## src/common/rv_fe_settings.svh

```systemverilog
`ifndef RV_FE_SETTINGS_SVH
`define RV_FE_SETTINGS_SVH

// Width of a PC or a branch target
`define RV_FE_XLEN 32

// First fetch address after reset
`define RV_FE_RESET_PC 32'h0000_1000

// Number of BTB entries
// Keep this a power of two
`define RV_FE_BTB_ENTRIES 16

`endif
```

## src/common/rv_fe_pkg.sv

```systemverilog
package rv_fe_pkg;

  `include "rv_fe_settings.svh"

  // Index bits sit just above the byte offset of a word
  localparam int BTB_IDX_W = $clog2(`RV_FE_BTB_ENTRIES);

  // Tag keeps every PC bit above the index
  localparam int BTB_TAG_W = `RV_FE_XLEN - BTB_IDX_W - 2;

  // Program counter or branch target
  typedef logic [`RV_FE_XLEN-1:0] pc_t;

  // Entry select into the BTB table
  typedef logic [BTB_IDX_W-1:0] btb_idx_t;

  // Upper PC bits stored with each entry
  typedef logic [BTB_TAG_W-1:0] btb_tag_t;

  // Source of the next fetch address
  // Redirect wins over prediction, prediction wins over PC + 4
  typedef enum logic [1:0] {
    PC_SEL_SEQUENTIAL = 2'b00,
    PC_SEL_PREDICTED  = 2'b01,
    PC_SEL_REDIRECT   = 2'b10
  } pc_sel_e;

endpackage

```

## src/common/rv_fe_intf.sv

```systemverilog
`timescale 1ns/1ns

// Next-PC decision from the arbiter to the PC stage
// No handshake, the stage samples it whenever it advances
interface pc_sel_if import rv_fe_pkg::*; ();

  pc_sel_e sel;
  pc_t     redir_tgt;
  pc_t     pred_tgt;
  // Prediction came from the BTB during fetch
  logic    pred_early;

  modport arb (
    output sel,
    output redir_tgt,
    output pred_tgt,
    output pred_early
  );

  modport stage (
    input sel,
    input redir_tgt,
    input pred_tgt,
    input pred_early
  );

endinterface

// Registered fetch request from the PC stage to the IF stage
// All fields hold while the stage is stalled
interface fetch_req_if import rv_fe_pkg::*; ();

  logic valid;
  pc_t  pc;
  pc_t  pc_next;
  logic btb_hit;
  pc_t  btb_tgt;
  logic redir_pending;

  modport stage (
    output valid,
    output pc,
    output pc_next,
    output btb_hit,
    output btb_tgt,
    output redir_pending
  );

  modport sink (
    input valid,
    input pc,
    input pc_next,
    input btb_hit,
    input btb_tgt,
    input redir_pending
  );

endinterface

```

## src/hw/fe_top.sv

```systemverilog
`timescale 1ns/1ns

module fe_top import rv_fe_pkg::*; (
  input  logic clk,
  input  logic rst_n,

  // Back-end redirect
  input  logic redirect_valid_i,
  input  pc_t  redirect_tgt_i,

  // Static prediction from decode
  input  logic static_pred_valid_i,
  input  pc_t  static_pred_tgt_i,

  // BTB training
  input  logic btb_upd_valid_i,
  input  pc_t  btb_upd_pc_i,
  input  pc_t  btb_upd_tgt_i,

  // Hazard stall and memory stall
  input  logic stall_i,
  input  logic imem_stall_i,

  // Fetch request to IF
  output logic fetch_valid_o,
  output pc_t  fetch_pc_o,
  output pc_t  fetch_pc_next_o,
  output logic fetch_btb_hit_o,
  output pc_t  fetch_btb_tgt_o,
  output logic fetch_redir_pending_o
);

  // Current PC feeds the BTB lookup
  pc_t  cur_pc;
  logic btb_hit;
  pc_t  btb_tgt;

  pc_sel_if    sel_if ();
  fetch_req_if fetch_if ();

  btb btb_inst (
    .clk         (clk),
    .rst_n       (rst_n),
    .lookup_pc_i (cur_pc),
    .hit_o       (btb_hit),
    .tgt_o       (btb_tgt),
    .upd_valid_i (btb_upd_valid_i),
    .upd_pc_i    (btb_upd_pc_i),
    .upd_tgt_i   (btb_upd_tgt_i)
  );

  pc_sel_arbiter pc_sel_arbiter_inst (
    .redirect_valid_i    (redirect_valid_i),
    .redirect_tgt_i      (redirect_tgt_i),
    .static_pred_valid_i (static_pred_valid_i),
    .static_pred_tgt_i   (static_pred_tgt_i),
    .btb_hit_i           (btb_hit),
    .btb_tgt_i           (btb_tgt),
    .sel                 (sel_if.arb)
  );

  // Lookup result also rides along as handoff metadata
  stage_pc stage_pc_inst (
    .clk          (clk),
    .rst_n        (rst_n),
    .sel          (sel_if.stage),
    .stall_i      (stall_i),
    .imem_stall_i (imem_stall_i),
    .btb_hit_i    (btb_hit),
    .btb_tgt_i    (btb_tgt),
    .pc_o         (cur_pc),
    .fetch        (fetch_if.stage)
  );

  // Handoff broken out to plain ports
  assign fetch_valid_o         = fetch_if.valid;
  assign fetch_pc_o            = fetch_if.pc;
  assign fetch_pc_next_o       = fetch_if.pc_next;
  assign fetch_btb_hit_o       = fetch_if.btb_hit;
  assign fetch_btb_tgt_o       = fetch_if.btb_tgt;
  assign fetch_redir_pending_o = fetch_if.redir_pending;

endmodule

```

## src/stage_pc/stage_pc.sv

```systemverilog
`timescale 1ns/1ns

`include "rv_fe_settings.svh"

module stage_pc import rv_fe_pkg::*; (
  input  logic clk,
  input  logic rst_n,

  // Next-PC decision from the arbiter
  pc_sel_if.stage sel,

  // Back-end stall and instruction memory stall
  input  logic stall_i,
  input  logic imem_stall_i,

  // BTB result for the current PC
  input  logic btb_hit_i,
  input  pc_t  btb_tgt_i,

  // Current PC register for the BTB lookup
  output pc_t  pc_o,

  // Registered handoff to IF
  fetch_req_if.stage fetch
);

  logic stall;
  logic advance;
  logic bubble;
  logic stale;
  logic was_stalled_q;

  pc_t  pc_q;
  pc_t  pc_next;

  logic redir_capture;
  logic pred_capture;
  logic redir_hold_q;
  pc_t  redir_hold_tgt_q;
  logic pred_hold_q;
  pc_t  pred_hold_tgt_q;

  logic redir_pending_next;

  logic valid_q;
  pc_t  fetch_pc_q;
  pc_t  fetch_pc_next_q;
  logic btb_hit_q;
  pc_t  btb_tgt_q;
  logic redir_pending_q;

  // Either stall source freezes the whole stage
  assign stall = stall_i | imem_stall_i;

  // A target seen during a memory stall must survive until fetch resumes
  assign redir_capture = (sel.sel == PC_SEL_REDIRECT) && imem_stall_i;
  assign pred_capture  = (sel.sel == PC_SEL_PREDICTED) && imem_stall_i;

  // Redirect hold
  always_ff @(posedge clk) begin
    if (!rst_n) begin
      redir_hold_q <= 1'b0;
    end else if (redir_capture) begin
      redir_hold_q <= 1'b1;
    end else if (redir_hold_q && !stall) begin
      // Released on the edge that finally loads the target
      redir_hold_q <= 1'b0;
    end
  end

  always_ff @(posedge clk) begin
    if (redir_capture) begin
      redir_hold_tgt_q <= sel.redir_tgt;
    end
  end

  // Prediction hold
  always_ff @(posedge clk) begin
    if (!rst_n) begin
      pred_hold_q <= 1'b0;
    end else if (sel.sel == PC_SEL_REDIRECT) begin
      // A redirect makes any pending prediction moot
      pred_hold_q <= 1'b0;
    end else if (pred_capture) begin
      pred_hold_q <= 1'b1;
    end else if (pred_hold_q && !stall) begin
      pred_hold_q <= 1'b0;
    end
  end

  always_ff @(posedge clk) begin
    if (pred_capture) begin
      pred_hold_tgt_q <= sel.pred_tgt;
    end
  end

  // Next PC
  // Held redirect first, then live redirect, held prediction, live prediction
  always_comb begin
    if (redir_hold_q) begin
      pc_next = redir_hold_tgt_q;
    end else if (sel.sel == PC_SEL_REDIRECT) begin
      pc_next = sel.redir_tgt;
    end else if (pred_hold_q) begin
      pc_next = pred_hold_tgt_q;
    end else if (sel.sel == PC_SEL_PREDICTED) begin
      pc_next = sel.pred_tgt;
    end else begin
      pc_next = pc_q + pc_t'(4);
    end
  end

  // PC register
  always_ff @(posedge clk) begin
    if (!rst_n) begin
      pc_q <= `RV_FE_RESET_PC;
    end else if (!stall) begin
      pc_q <= pc_next;
    end
  end

  assign pc_o = pc_q;

  // Stall release with a redirect still held
  // Next fetch address would repeat, so this edge is a bubble
  always_ff @(posedge clk) begin
    if (!rst_n) begin
      was_stalled_q <= 1'b0;
    end else begin
      was_stalled_q <= stall;
    end
  end

  assign stale   = was_stalled_q && !stall && redir_hold_q;
  assign advance = !stall && !stale;
  assign bubble  = !stall && stale;

  // Only redirects and late predictions need the extended flush
  assign redir_pending_next = (sel.sel == PC_SEL_REDIRECT) ||
                              ((sel.sel == PC_SEL_PREDICTED) && !sel.pred_early);

  // Valid to IF
  always_ff @(posedge clk) begin
    if (!rst_n) begin
      valid_q <= 1'b0;
    end else if (advance) begin
      valid_q <= 1'b1;
    end else if (bubble) begin
      valid_q <= 1'b0;
    end
  end

  // Handoff data moves on a bubble too, so pc_next is right when valid returns
  always_ff @(posedge clk) begin
    if (!rst_n) begin
      fetch_pc_q      <= `RV_FE_RESET_PC;
      fetch_pc_next_q <= `RV_FE_RESET_PC;
      btb_hit_q       <= 1'b0;
      btb_tgt_q       <= '0;
      redir_pending_q <= 1'b0;
    end else if (advance || bubble) begin
      fetch_pc_q      <= pc_q;
      fetch_pc_next_q <= pc_next;
      btb_hit_q       <= btb_hit_i;
      btb_tgt_q       <= btb_tgt_i;
      redir_pending_q <= redir_pending_next;
    end
  end

  assign fetch.valid         = valid_q;
  assign fetch.pc            = fetch_pc_q;
  assign fetch.pc_next       = fetch_pc_next_q;
  assign fetch.btb_hit       = btb_hit_q;
  assign fetch.btb_tgt       = btb_tgt_q;
  assign fetch.redir_pending = redir_pending_q;

endmodule

```

## src/hw/pc_sel_arbiter.sv

```systemverilog
`timescale 1ns/1ns

module pc_sel_arbiter import rv_fe_pkg::*; (
  // Misprediction or jump resolved in the back end
  input  logic redirect_valid_i,
  input  pc_t  redirect_tgt_i,

  // Late static prediction from decode
  input  logic static_pred_valid_i,
  input  pc_t  static_pred_tgt_i,

  // Early prediction from the BTB lookup
  input  logic btb_hit_i,
  input  pc_t  btb_tgt_i,

  // Decision to the PC stage
  pc_sel_if.arb sel
);

  // Redirect target goes through untouched
  assign sel.redir_tgt = redirect_tgt_i;

  // Priority is redirect, then static prediction, then BTB hit
  always_comb begin
    sel.sel        = PC_SEL_SEQUENTIAL;
    sel.pred_early = 1'b0;
    // Static predictor owns the target whenever it fires
    sel.pred_tgt   = static_pred_valid_i ? static_pred_tgt_i : btb_tgt_i;

    if (redirect_valid_i) begin
      sel.sel = PC_SEL_REDIRECT;
    end else if (static_pred_valid_i) begin
      // Sequential path already fetched, needs a flush downstream
      sel.sel = PC_SEL_PREDICTED;
    end else if (btb_hit_i) begin
      // Caught in fetch so nothing wrong was issued
      sel.sel        = PC_SEL_PREDICTED;
      sel.pred_early = 1'b1;
    end
  end

endmodule

```

## src/hw/btb.sv

```systemverilog
`timescale 1ns/1ns

`include "rv_fe_settings.svh"

module btb import rv_fe_pkg::*; (
  input  logic clk,
  input  logic rst_n,

  // Lookup on the current PC register
  input  pc_t  lookup_pc_i,
  output logic hit_o,
  output pc_t  tgt_o,

  // Training port from the back end
  input  logic upd_valid_i,
  input  pc_t  upd_pc_i,
  input  pc_t  upd_tgt_i
);

  localparam int ENTRIES = `RV_FE_BTB_ENTRIES;

  // One valid bit per entry
  logic [ENTRIES-1:0] valid_q;

  // Tag and target storage
  btb_tag_t tag_q [ENTRIES];
  pc_t      tgt_q [ENTRIES];

  btb_idx_t lookup_idx;
  btb_tag_t lookup_tag;
  btb_idx_t upd_idx;
  btb_tag_t upd_tag;

  // Drop the byte offset, then split into index and tag
  assign lookup_idx = btb_idx_t'(lookup_pc_i >> 2);
  assign lookup_tag = btb_tag_t'(lookup_pc_i >> (BTB_IDX_W + 2));
  assign upd_idx    = btb_idx_t'(upd_pc_i >> 2);
  assign upd_tag    = btb_tag_t'(upd_pc_i >> (BTB_IDX_W + 2));

  // Valid bits
  // An update marks its entry, reset empties the table
  always_ff @(posedge clk) begin
    if (!rst_n) begin
      valid_q <= '0;
    end else if (upd_valid_i) begin
      valid_q[upd_idx] <= 1'b1;
    end
  end

  // Entry contents
  // A new branch at the same index evicts the old one
  always_ff @(posedge clk) begin
    if (upd_valid_i) begin
      tag_q[upd_idx] <= upd_tag;
      tgt_q[upd_idx] <= upd_tgt_i;
    end
  end

  // Combinational lookup
  // Every stored entry is treated as taken
  // Written entries show up one cycle after the update edge
  assign hit_o = valid_q[lookup_idx] && (tag_q[lookup_idx] == lookup_tag);
  assign tgt_o = tgt_q[lookup_idx];

endmodule

```

## config.mk

```make
export PLATFORM = sky130hd
export DESIGN_NAME = fe_top
export DESIGN_NICKNAME = d
export VERILOG_FILES = /design/src/common/rv_fe_pkg.sv /design/src/common/rv_fe_intf.sv /design/src/hw/fe_top.sv /design/src/stage_pc/stage_pc.sv /design/src/hw/pc_sel_arbiter.sv /design/src/hw/btb.sv
export VERILOG_INCLUDE_DIRS = /design/src /design/src/common
export SDC_FILE = /design/constraint.sdc
export NUM_CORES = 1
export LEC_CHECK = 0
export ABC_AREA = 1
export BUFFER_PORTS_ARGS = -buffer_cell sky130_fd_sc_hd__buf_2
export CAP_MARGIN = 20
export CORE_MARGIN = 2
export CORE_UTILIZATION = 26
export CTS_CLUSTER_SIZE = 16
export DETAILED_ROUTE_END_ITERATION = 6
export PLACE_DENSITY = 0.49
export SETUP_SLACK_MARGIN = 0.15
export SYNTH_ARGS = -nofsm -noshare
export SYNTH_HDL_FRONTEND = slang
export SYNTH_SLANG_ARGS = --single-unit
```

## constraint.sdc

```tcl
create_clock -name clk -period 6.2 [get_ports clk]
set_input_delay 0.93 -clock clk [delete_from_list [all_inputs] [get_ports clk]]
set_output_delay 0.93 -clock clk [all_outputs]
set_load 0.05 [all_outputs]
```

# Word level (Yosys, flattened, before mapping)
# Memories as Yosys holds them, arrays and structs flattened. A register that Yosys moved wholly into a read port is not among the register bits.
# Index checks and enable logic that the tools add are counted.
dict set report totals {
  ramBits 928
  mem_count 2
  elab_cells 72
  latchBits 0
  reg_bits 214
  romBits 0
  out_inout_bits 99
}
dict set report classes {
  shift 0
  n_eq_ne 3
  n_reduce_logical 20
  n_div 0
  bitwise_logic 3
  multipliers 0
  order_cmp 3
  addsub 1
  muxes 27
}
# memory depth word_bits read_ports rd_clocked_by_memory_dff wr line
set memory_table {}
lappend memory_table {btb_inst.tgt_q 16 32 1 1 1 btb.sv:27} ;# pc_t tgt_q [ENTRIES];
lappend memory_table {btb_inst.tag_q 16 26 1 1 1 btb.sv:26} ;# btb_tag_t tag_q [ENTRIES];
# operator n
set op_table {}
lappend op_table {{32-bit 2-to-1 mux} 5}
lappend op_table {{32-bit by 3-bit adder with 32-bit output, second input constant} 1}
lappend op_table {{26-bit equality test} 1}
lappend op_table {{4-bit 2-to-1 mux} 4}
lappend op_table {{16-bit OR} 1}
lappend op_table {{1-bit 2-to-1 mux} 14}
lappend op_table {{1-bit logical AND} 11}
lappend op_table {{4-bit by 5-bit < comparator with 1-bit output, second input constant} 2}
lappend op_table {{2-bit nonzero test} 3}
lappend op_table {{1-bit binary-select mux with 4-bit select} 1}
lappend op_table {{1-bit demux with 4-bit select} 1}
lappend op_table {{4-bit by 1-bit >= comparator with 1-bit output, second input constant} 1}
lappend op_table {{2-bit 2-to-1 mux} 2}
lappend op_table {{1-bit zero test} 3}
lappend op_table {{2-bit by 1-bit equality test with 1-bit output, second input constant} 1}
lappend op_table {{2-bit equality test, second input constant} 1}
lappend op_table {{1-bit logical OR} 2}
lappend op_table {{2-bit OR reduction} 1}
lappend op_table {{1-bit NOT} 1}
lappend op_table {{1-bit OR} 1}

# Depth between registers and ports, before layout
# Gate-level depths: netlist of run 1.
dict set report logic_depth {
  word_depth 13
  ltp_mapped 27
}

# By module
# Synthesis of run 1 repeated with hierarchy kept, for this count alone.
dict set report unflattened {
  cells_unflattened 4078
  area_unflattened_um2 46189.3
}
# mod area_each_um2 n_inst seq_area_each_um2 cells_each
set by_module_without_submodules {}
lappend by_module_without_submodules {btb 37993.9 1 28187.0 3091}
lappend by_module_without_submodules {stage_pc 7464.7 1 3963.8 846}
lappend by_module_without_submodules {pc_sel_arbiter 730.7 1 0.0 141}

# Worst setup path after synthesis of run 1
# No wires, ideal clock.
dict set report synth_timing {
  path_kind {input to register}
  startpoint {input btb_upd_valid_i}
  endpoint {memory btb_inst.tag_q[11][0] (netlist name) (enable)}
  path_slack_ns 2.018
  cell_stages 4
  arrival_ns 3.707
  cell_sequence {inv_1 nor3_1 inv_1 nor2_1}
}
dict set report synth_via {
  elab_chain_cells 2
}
# element line
set synth_lines {}
lappend synth_lines {{start, declared} fe_top.sv:16} ;# input logic btb_upd_valid_i,
lappend synth_lines {{1-bit 2-to-1 mux} btb.sv:53} ;# if (upd_valid_i) begin
lappend synth_lines {{1-bit 2-to-1 mux (not written as such)} btb.sv:54} ;# tag_q[upd_idx] <= upd_tag;
lappend synth_lines {{end, declared} btb.sv:26}
# Every way passes these cells.

==> results of run 1 <==
## kinds of logic (layout without fill, tap and decap cells)
| logic type | after synthesis | count (layout) | share of synthesized area |
|---|---|---|---|
| buffers and inverters | 486 | 751 | 0.0446 |
| and+or+nand+nor | 1654 | 1654 | 0.148 |
| xor gates and xnor gates | 26 | 26 | 0.00502 |
| DFF | 1114 | 1114 | 0.711 |
| AOI/OAI and AO/OA | 698 | 698 | 0.0916 |
| adders and majority gates | 1 | 1 | 0.000276 |
| other | 0 | 9 | 0 |
## cell type report
type / count / area (µm²)
clock inverter: 78 / 797
timing repair buffer: 305 / 1890
inverter: 236 / 905
tap: 2325 / 2910
antenna: 9 / 22.5
clock buffer: 132 / 2930
multi-input combinational: 2379 / 11200
sequential: 1114 / 32200
fill: 17719 / 121000
## cell usage after synthesis, types with 2 or more instances
cell type and count:
a21oi_1 42, a221oi_1 18, a22o_1 4, buf_1 13
buf_2 56, buf_4 16, buf_6 9, clkbuf_1 156
clkinv_1 4, dfxtp_1 122, edfxtp_1 992, inv_1 228
inv_2 3, nand2_1 751, nand2_2 2, nand3_1 342
nand4_1 3, nor2_1 536, nor3_1 13, nor3_2 2
o211ai_1 58, o21a_1 2, o21ai_0 396, o21ai_1 45
o221ai_1 99, o22ai_1 31, xor2_1 26
## path summary, 6_finish.rpt
kind | start | slack (ps) | depth (start not counted) | to
max | flop | 1730 | 18 | stage_pc_inst.pred_hold_tgt_q[17]
min | redirect_tgt_i[22] | 410 | 1 | stage_pc_inst.redir_hold_tgt_q[22]
max reg2reg | flop | 1730 | 18 | stage_pc_inst.pred_hold_tgt_q[17]
min reg2reg | stage_pc_inst.fetch.btb_tgt[10] | 460 | 2 | stage_pc_inst.fetch.btb_tgt[10]
## where the power goes
group          internal, mW  switching [mW]
clock                  4.00            2.94
sequential             8.36           0.108
combinational         0.360            1.13
## per-layer routing
layer | GRT usage | part of all wire
met1 | 0.204 | 0.41
met2 | 0.290 | 0.51
met3 | 0.0248 | 0.045
met4 | 0.0529 | 0.031
met5 | 0 | 0.00065
## cell usage in the layout (no fill, tap or decap), types with 42 or more instances in the layout
cell	count
o21ai_0	396
inv_1	226
o21ai_1	45
buf_2	231
dfxtp_1	118
buf_4	60
a21oi_1	42
nor2_1	518
nand2_1	751
nand3_1	342
o211ai_1	58
edfxtp_1	992
o221ai_1	99
clkbuf_16	114
## through the flow
step,worst slack [ps],hold slack (ps),instances
after global routing,1390,373,6576
final,1730,409,6578
after CTS,1720,354,6564
after detailed placement,1740,442,6354
after global placement,1730,439,6353
after floorplan,2020,440,3979
## state kept, by name, summed over array words and instances, names as in the netlist, named ones only
signal                             count
btb_inst.tag_q                       416
btb_inst.tgt_q                       512
btb_inst.valid_q                      16
stage_pc_inst.fetch.btb_hit            1
stage_pc_inst.fetch.btb_tgt           32
stage_pc_inst.fetch.pc                32
stage_pc_inst.fetch.pc_next           30
stage_pc_inst.fetch.redir_pending      1
stage_pc_inst.fetch.valid              1
stage_pc_inst.pred_hold_q              1
stage_pc_inst.pred_hold_tgt_q         32
stage_pc_inst.redir_hold_q             1
stage_pc_inst.redir_hold_tgt_q        32
stage_pc_inst.was_stalled_q            1
## worst max-delay path, stage by stage (launching register included)
cell and delay [ps]:
dfxtp_4 600, buf_4 610, nand2_1 120, nand3_1 100, nand3_1 100, nand3_1 220, nand2_1 80, a21oi_1 390
nand2_1 100, nor2_1 100, nand2_1 100, nor2_1 120, nand2_1 220, nand2_2 170, nand2_4 240, inv_2 100
nand2_1 70, inv_1 340, buf_12 260
==> out/results.ini, run 1 <==
[sta]
setup_viol=0
drv_slew=0
min_period_ps=4470
setup_tns_ps=0
worst_pin_slew_ps=1060
skew_ps=38.3
slew-limit-headroom=0.295
hold_viol=0
finalCritPeriodShare=0.721
grt_setup_unrepaired=no
fmax_mhz=224

[drt]
wirelength_mm=150
ant_nets=0
num_vias=30802
vias_per_cell=4.68
wl_per_cell_um=22.7
dr.pass1.iters=5
initialDrtViolationCount=2592
drc_errors=0

[clock_tree]
hold_buffers=0
cts_buffers=112
clkTransAtPathRegs_ps=70
h-tree-depth=3
clock_latency_ps=730
cts_setup_buffers=0
clockBufferDepth=3
cts_resized=0
numClockSinks=1114
cts-root-buf=clkbuf_16
cts_tree=yes

[placed_design]
place_area_um2=49100
gp_congestion=0.829
post-dp-hpwl_mm=88.0
port-buffer-count=231

[yosys]
synth_top_area_share=0.657
yosysTopAreaCell=edfxtp_1
postSynthCellCount=3979
yosysUniqueCellTypes=37
async_reset_ff_frac=0
syn_area_per_cell_um2=11.4
synth_edf_count=992
synthFlopType=edfxtp_1
yosysSeqAreaShare=0.711
ys_ff_latch=1114
syn-cell-area_um2=45300
syn_nets=4115
synth_area_leaders=edfxtp_1 66%, nand2_1 6.2%, dfxtp_1 5.4%, nor2_1 4.4%, o21ai_0 4.4%
yosysWarnings=0

[setup_path]
worstPathRequired_ps=6600
path_max_fanout=60
cp_data_arrival_time_ps=4870
cp-end-kind=flop
crit_type=flop to flop
cp-start-kind=flop

[die]
rows=153
core_um2=174000
pin_count=234
die-height_um=422
fp.dieW_um=422
die_area_um2=178000
start_util=0.261

[layout]
postLayoutCoreUtil=0.305
syn2layout_area_growth_pct=16.7
drive_gt1_frac=0.120
nNetsFinal=4284
stdcell_area_um2=52900

[grt]
grt_pass1_wl_mm=213
overflow=0
grt_pass1_vias=29309
grt_max_degree=189
antenna_found_initial=47
grtUsageTotal=0.164

[power_and_ir_drop]
leakagePower_nw=19.0
p_total_mw=16.9
powerDensity_nw_per_um2=319
ir_drop_mv=0.273

[worst_hold_path]
hp-class=input pin to flop

[run]
timing.max_cap.violations=0

[outcome]
outcome=completed

Note: power is estimated with default switching activity, not from simulation.
==> inputs of run 2 (changes only) <==
--- a/config.mk
+++ b/config.mk
@@ -6,7 +6,7 @@
 export SDC_FILE = /design/constraint.sdc
 export NUM_CORES = 1
 export LEC_CHECK = 0
-export ABC_AREA = 1
+export ABC_AREA = 0
 export BUFFER_PORTS_ARGS = -buffer_cell sky130_fd_sc_hd__buf_2
 export CAP_MARGIN = 20
 export CORE_MARGIN = 2
==> constraint.sdc (replaced) <==
create_clock -name clk -period 4.4 [get_ports clk]
set_input_delay 0.66 -clock clk [delete_from_list [all_inputs] [get_ports clk]]
set_output_delay 0.66 -clock clk [all_outputs]
set_load 0.05 [all_outputs]
==> run 2 against run 1 <==
Net effect:
- routed wire length fell by 6.1%
- clock power grew 35%
- combinational power increased by 31%
- sequential power grew 40%
- highest routed layer unchanged
==> out/results.ini, run 2 <==
[layout]
largest_register=btb_inst.tgt_q
nNetsFinal=2909  ; -32%
postLayoutCoreUtil=0.310  ; +0.00517
drive_gt1_frac=0.281  ; +0.161
fill_cells=16549  ; -6.6%
largestRegisters=btb_inst.tgt_q (512), btb_inst.tag_q (416)
syn2layout_area_growth_pct=18.6
stdcell_area_um2=52500  ; -0.85%
largest_reg_flops=512  ; unchanged
mostFrequentLayoutCells=992 x edfxtp_1, 275 x nand2_1, 241 x mux4_2
final_common_cell=edfxtp_1
finalNonFillerCells=5085  ; -23%

[sta]
worst_pin_slew_ps=1120  ; +65.7 ps
skew_ps=40.7  ; +2.37 ps
grt_setup_unrepaired=no
fin_ws_ps=416  ; -1310 ps
hold_viol=0  ; unchanged
setup_tns_ps=0  ; unchanged
slew-limit-headroom=0.251  ; -0.0438
min_period_ps=3980  ; -486 ps
finalCritPeriodShare=0.905  ; +0.185
setup_viol=0  ; unchanged
drv_slew=0  ; unchanged
timing.hold.ws_ps=133  ; -277 ps
fmax_mhz=251  ; +12%

[clock_tree]
numClockSinks=1114  ; unchanged
clkTransAtPathRegs_ps=70  ; about the same
clockBufferDepth=3  ; unchanged
cts_tree=yes
h-tree-depth=3  ; unchanged
cts_resized=0  ; unchanged
cts_buffers=107  ; -4.5%
cts-root-buf=clkbuf_16
clock_latency_ps=720  ; about the same

[power_and_ir_drop]
leakagePower_nw=16.7  ; -12%
p_switching_mw=5.39  ; +29%
p_sw_frac=0.232  ; -0.0158
p_clk_frac=0.403  ; -0.007
powerDensity_nw_per_um2=443  ; +39%
ir_drop_mv=0.288  ; +5.4%
seqPwrFrac=0.513  ; +0.012
combPwrFrac=0.084  ; -0.004
p_int_mw=17.9  ; +41%
p_total_mw=23.3  ; +38%

[setup_path]
r2r_slack_ps=420  ; -1310 ps
cp-end-kind=flop
cp-start-kind=flop
crit_type=flop to flop
cp_data_arrival_time_ps=4650  ; -220 ps
worstPathRequired_ps=5060  ; -1540 ps
rr_worst_depth=13  ; -5
path_max_fanout=38  ; -37%

[yosys]
syn-cell-area_um2=44300  ; -2.4%
synth_area_leaders=edfxtp_1 67%, mux4_2 12%, dfxtp_1 5.5%, nand2_1 2.3%, mux2i_1 1.7%
yosysTopAreaCell=edfxtp_1
async_reset_ff_frac=0  ; unchanged
syn_nets=2609  ; -37%
ys_ff_latch=1114  ; unchanged
yosysUniqueCellTypes=65  ; +76%
synth_common_cells=992 x edfxtp_1, 275 x nand2_1, 241 x mux4_2
synth_edf_count=992  ; unchanged
yosysWarnings=0  ; unchanged
postSynthCellCount=2473  ; -38%
synthFlopType=edfxtp_1
synth_top_area_share=0.673  ; +0.0162
synth_most_common_cell=edfxtp_1
yosysSeqAreaShare=0.728  ; +0.0175
syn_area_per_cell_um2=17.9  ; +57%

[placed_design]
post-dp-hpwl_mm=88.1  ; +0.18%
pre_cts_ws_ps=303  ; -1430 ps
gp_congestion=0.884  ; +6.7%
port-buffer-count=231  ; unchanged
place_area_um2=48900  ; -0.38%
placed_cells=4881  ; -23%

[die]
fp.dieW_um=417  ; -1.2%
core_um2=169000  ; -2.5%
start_util=0.261  ; +0.000277
pin_count=234  ; unchanged
die-height_um=417  ; -1.2%
die_area_um2=174000  ; -2.4%
rows=151  ; -1.3%

[worst_hold_path]
hp-class=input pin to flop
hold_depth=1  ; unchanged
whs_endpoint=stage_pc_inst.redir_hold_tgt_q[11]
hp-start=redirect_tgt_i[11]

[drt]
dr.pass1.iters=6  ; +1
wirelength_mm=140  ; -6.1%
vias_per_cell=4.81  ; +2.7%
drc_errors=0  ; unchanged
ant_nets=0  ; unchanged
wl_per_cell_um=27.6  ; +21%
initialDrtViolationCount=1972  ; -24%
num_vias=24457  ; -21%

[outcome]
outcome=completed

[grt]
overflow=0  ; unchanged
grt_pass1_wl_mm=195  ; -8.7%
grtUsageTotal=0.159  ; -0.00501
grt_pass1_vias=24547  ; -16%
grt_max_degree=125  ; -34%
antenna_found_initial=47  ; unchanged

[run]
timing.max_cap.violations=0  ; unchanged

==> run 2: cell types whose count changed in the layout (fill, tap and decap cells not counted), moves of 215 or more <==
cell	previous run	this run
mux4_2	0	241
nand2_1	751	275
o21ai_0	396	46
nand3_1	342	33
inv_1	226	11
nor2_1	518	49
==> run 2: cells by family (layout without fill, tap and decap cells) <==
kind of cell / count (synthesis) / count (layout) / share of synthesized area
AOI/OAI and AO/OA: 321 / 321 / 0.0516
adders and majority gates: 1 / 1 / 0.000283
buffers and inverters: 173 / 560 / 0.0170
DFF: 1114 / 1114 / 0.728
muxes: 336 / 336 / 0.145
and+or+nand+nor: 482 / 482 / 0.0491
other: 0 / 7 / 0
xor gates and xnor gates: 46 / 46 / 0.00910
==> run 2: layout make-up <==
cell class	count	area, µm²	area share
clock inverter	61	716	0.0136
antenna	7	17.5	0.000334
inverter	12	45.0	0.000858
sequential	1114	32200	0.615
clock buffer	135	2830	0.0540
timing repair buffer	352	2410	0.0460
tap	2218	2780	0.0529
multi-input combinational	1186	11400	0.218
==> run 2: repair_timing <==
item,CTS,global route
buffers inserted,0,1
hold buffers,0,0
endpoints found under the setup margin,0,9
endpoints found under the hold margin,0,0
==> run 2: critical path: stages (launching register included) <==
cell	delay, ps
dfxtp_4	400
buf_12	250
buf_4	320
mux4_2	560
mux4_2	510
xnor2_1	190
nand3_1	250
nand4bb_2	360
buf_12	180
buf_4	220
nand3_1	120
o2111ai_1	120
a31oi_1	240
buf_4	150
==> run 2: worst max path at each step <==
stage / end / slack, ps / startpoint
2_1_floorplan: stage_pc_inst.pred_hold_tgt_q[0] / 150 / flop
3_3_place_gp: flop / 310 / flop
3_5_place_dp: flop / 300 / flop
4_1_cts: flop / 270 / flop
5_1_grt: flop / 180 / flop
6_report: flop / 420 / flop
==> run 2: metal layers <==
metal  GRT usage  part of all wire  up-vias
met4      0.0788             0.051       24
met2       0.279              0.51      719
met5           0            0.0010        -
met1       0.191              0.40    12967
met3      0.0203             0.041      253
li1            -                 -    10494
==> run 2: power by group through the flow <==
stage | Clock [mW] | Combinational, mW | Sequential (mW)
finish | 9.38 | 1.95 | 11.9
global route | 9.96 | 2.06 | 12.0
CTS | 9.60 | 1.97 | 11.9
detailed placement | 0 | 1.96 | 12.2
global placement | 0 | 1.96 | 12.2
floorplan | 0 | 1.01 | 12.2
==> inputs of run 3 (changes only) <==
--- a/config.mk
+++ b/config.mk
@@ -10,10 +10,10 @@
 export BUFFER_PORTS_ARGS = -buffer_cell sky130_fd_sc_hd__buf_2
 export CAP_MARGIN = 20
 export CORE_MARGIN = 2
-export CORE_UTILIZATION = 26
+export CORE_UTILIZATION = 50
 export CTS_CLUSTER_SIZE = 16
 export DETAILED_ROUTE_END_ITERATION = 6
-export PLACE_DENSITY = 0.49
+export PLACE_DENSITY = 0.76
 export SETUP_SLACK_MARGIN = 0.15
 export SYNTH_ARGS = -nofsm -noshare
 export SYNTH_HDL_FRONTEND = slang
==> run 3 against run 2 <==
Net effect:
- clock skew fell by 2.4 ps
- maximum frequency fell by 1.2%
- via count rose by 4.6%
- critical path depth did not move
- non-clock buffer count fell by 10
==> out/results.ini, run 3 (same netlist as run 2, synthesis figures left out) <==
[power_and_ir_drop]
powerDensity_nw_per_um2=448  ; +1.0%
seqPwrFrac=0.522  ; +0.009
p_clk_frac=0.394  ; -0.009
p_int_mw=17.7  ; -0.99%
leakagePower_nw=16.7  ; -0.49%
p_switching_mw=5.16  ; -4.2%
ir_drop_mv=0.280  ; -2.6%
combPwrFrac=0.084  ; about the same
p_sw_frac=0.226  ; -0.00586

[worst_hold_path]
hp-start=redirect_tgt_i[0]
hp-class=input pin to flop

[clock_tree]
numClockSinks=1114  ; unchanged
clockBufferDepth=3  ; unchanged
cts_buffers=103  ; -3.7%
cts_tree=yes
h-tree-depth=3  ; unchanged
clkTransAtPathRegs_ps=70  ; about the same
clock_latency_ps=680  ; -40 ps
cts-root-buf=clkbuf_16
hold_buffers=0  ; unchanged

[sta]
setup_viol=0  ; unchanged
drv_slew=0  ; unchanged
finalCritPeriodShare=0.916  ; +0.0109
skew_ps=38.2  ; -2.43 ps
timing.hold.ws_ps=173  ; +40.3 ps
hold_viol=0  ; unchanged
setup_tns_ps=0  ; unchanged
fmax_mhz=248  ; -1.2%
worst_pin_slew_ps=1090  ; -30.8 ps
min_period_ps=4030  ; +47.9 ps
slew-limit-headroom=0.269  ; +0.0182
grt_setup_unrepaired=no

[die]
die_area_um2=90900  ; -48%
fp.dieW_um=302  ; -28%
start_util=0.502  ; +0.241
core_um2=88100  ; -48%
die-height_um=302  ; -28%
rows=109  ; -28%
pin_count=234  ; unchanged

[placed_design]
placed_cells=3806  ; -22%
port-buffer-count=231  ; unchanged
gp_congestion=0.930  ; +5.2%
place_area_um2=47400  ; -3.0%
post-dp-hpwl_mm=73.4  ; -17%

[setup_path]
rr_worst_depth=13  ; unchanged
worstSetupEndpoint=stage_pc_inst.fetch.pc_next[12]
worstPathRequired_ps=4930  ; -130 ps
cp-end-kind=flop
cp-start-kind=flop
worst_path_largest_cell_delay_ps=520  ; -40 ps
cp_slowest_cell=mux4_2
cp_cell_sequence=buf_12 > buf_4 > mux4_2 > mux4_2 > xor2_1 > nor2_1 > nand4_1 > nor4_4 > nand4bb_4 > buf_4 > or3_1 > a31oi_1 > a31oi_1
path_max_fanout=11  ; -71%
r2r_slack_ps=370  ; -50 ps
r2r_end=stage_pc_inst.fetch.pc_next[12]
crit_type=flop to flop
cp_data_arrival_time_ps=4560  ; -90 ps

[grt]
grtUsageTotal=0.271  ; +0.112
grt_pass1_wl_mm=176  ; -9.5%
grt_max_degree=64  ; -49%
antenna_found_initial=23  ; -51%
overflow=0  ; unchanged
grt_pass1_vias=25505  ; +3.9%

[drt]
ant_nets=0  ; unchanged
dr.pass1.iters=6  ; unchanged
drc_errors=0  ; unchanged
num_vias=25581  ; +4.6%
wl_per_cell_um=30.7  ; +11%
vias_per_cell=6.37  ; +32%
wirelength_mm=123  ; -12%
initialDrtViolationCount=3802  ; +93%

[layout]
finalNonFillerCells=4017  ; -21%
largestRegisters=btb_inst.tgt_q (512), btb_inst.tag_q (416)
largest_reg_flops=512  ; unchanged
syn2layout_area_growth_pct=15.3
largest_register=btb_inst.tgt_q
nNetsFinal=2895  ; -0.48%
drive_gt1_frac=0.279  ; -0.00194
final_common_cell=edfxtp_1
mostFrequentLayoutCells=992 x edfxtp_1, 275 x nand2_1, 241 x mux4_2
stdcell_area_um2=51000  ; -2.8%
fill_cells=6376  ; -61%

[outcome]
outcome=completed

[run]
timing.max_cap.violations=0  ; unchanged

run 3: cell types whose count changed in the layout (fill, tap and decap cells not counted), sizes merged:
cell	delta
bufinv	-7
clkbuf	+24
clkinv	-24
diode	+1
inv	+2
clkinvlp	-1
buf	-10
run 3: cell type report:
cell class / instances / area, µm² / share of cell area
clock inverters: 31 / 368 / 0.00721
flip-flops and latches: 1114 / 32200 / 0.632
repair buffers: 342 / 2370 / 0.0465
inverters: 12 / 45.0 / 0.000883
diodes: 8 / 20.0 / 0.000392
well taps: 1165 / 1460 / 0.0286
multi-input cells: 1186 / 11400 / 0.224
clock buffers: 159 / 3060 / 0.0600
run 3: how the worst min path moves through the flow:
| stage | slack [ps] | cells past startpoint | end |
|---|---|---|---|
| 2_1_floorplan | 440 | 1 | btb_inst.valid_q[12] |
| 3_3_place_gp | 440 | 1 | btb_inst.valid_q[12] |
| 3_5_place_dp | 450 | 1 | btb_inst.valid_q[7] |
| 4_1_cts | 140 | 1 | stage_pc_inst.redir_hold_tgt_q[22] |
| 5_1_grt | 170 | 1 | stage_pc_inst.redir_hold_tgt_q[21] |
| 6_report | 170 | 1 | stage_pc_inst.redir_hold_tgt_q[0] |
run 3: power groups by stage:
stage | clock network [mW] | logic (mW) | registers [mW]
3_3_place_gp | 0 | 1.80 | 12.1
3_5_place_dp | 0 | 1.85 | 12.2
5_1_grt | 9.45 | 2.01 | 11.9
4_1_cts | 9.07 | 1.88 | 11.9
2_1_floorplan | 0 | 1.01 | 12.2
6_report | 9.00 | 1.92 | 11.9
run 3: metal layers:
layer	vias to the layer above	global-route usage	part of all wire
li1	10461	-	-
met1	13064	0.364	0.37
met2	1735	0.418	0.46
met3	295	0.0774	0.12
met4	26	0.114	0.043
met5	-	0	0.0014
run 3: critical path: cells and delay by family (launching register included):
family / cells / cell delay, ps
multiplexers: 2 / 1030
AO/OA/AOI/OAI: 2 / 260
flip-flops: 1 / 390
AND/OR/NAND/NOR: 5 / 1440
buffers and inverters: 3 / 580
XOR/XNOR: 1 / 160
run 3: through the flow:
stage	util	power [mW]	setup slack [ps]
after floorplan	-	13.2	152
after global placement	0.538	13.9	-113
after detailed placement	0.538	14.0	-4.01
after CTS	0.578	22.9	298
after global routing	0.579	23.4	189
final	0.579	22.9	369
run 3: what timing repair did:
action | CTS | global route
pin swaps | 0 | 3
endpoints found under the setup margin | 52 | 2
buffers inserted | 5 | 6
resized for setup | 2 | 2
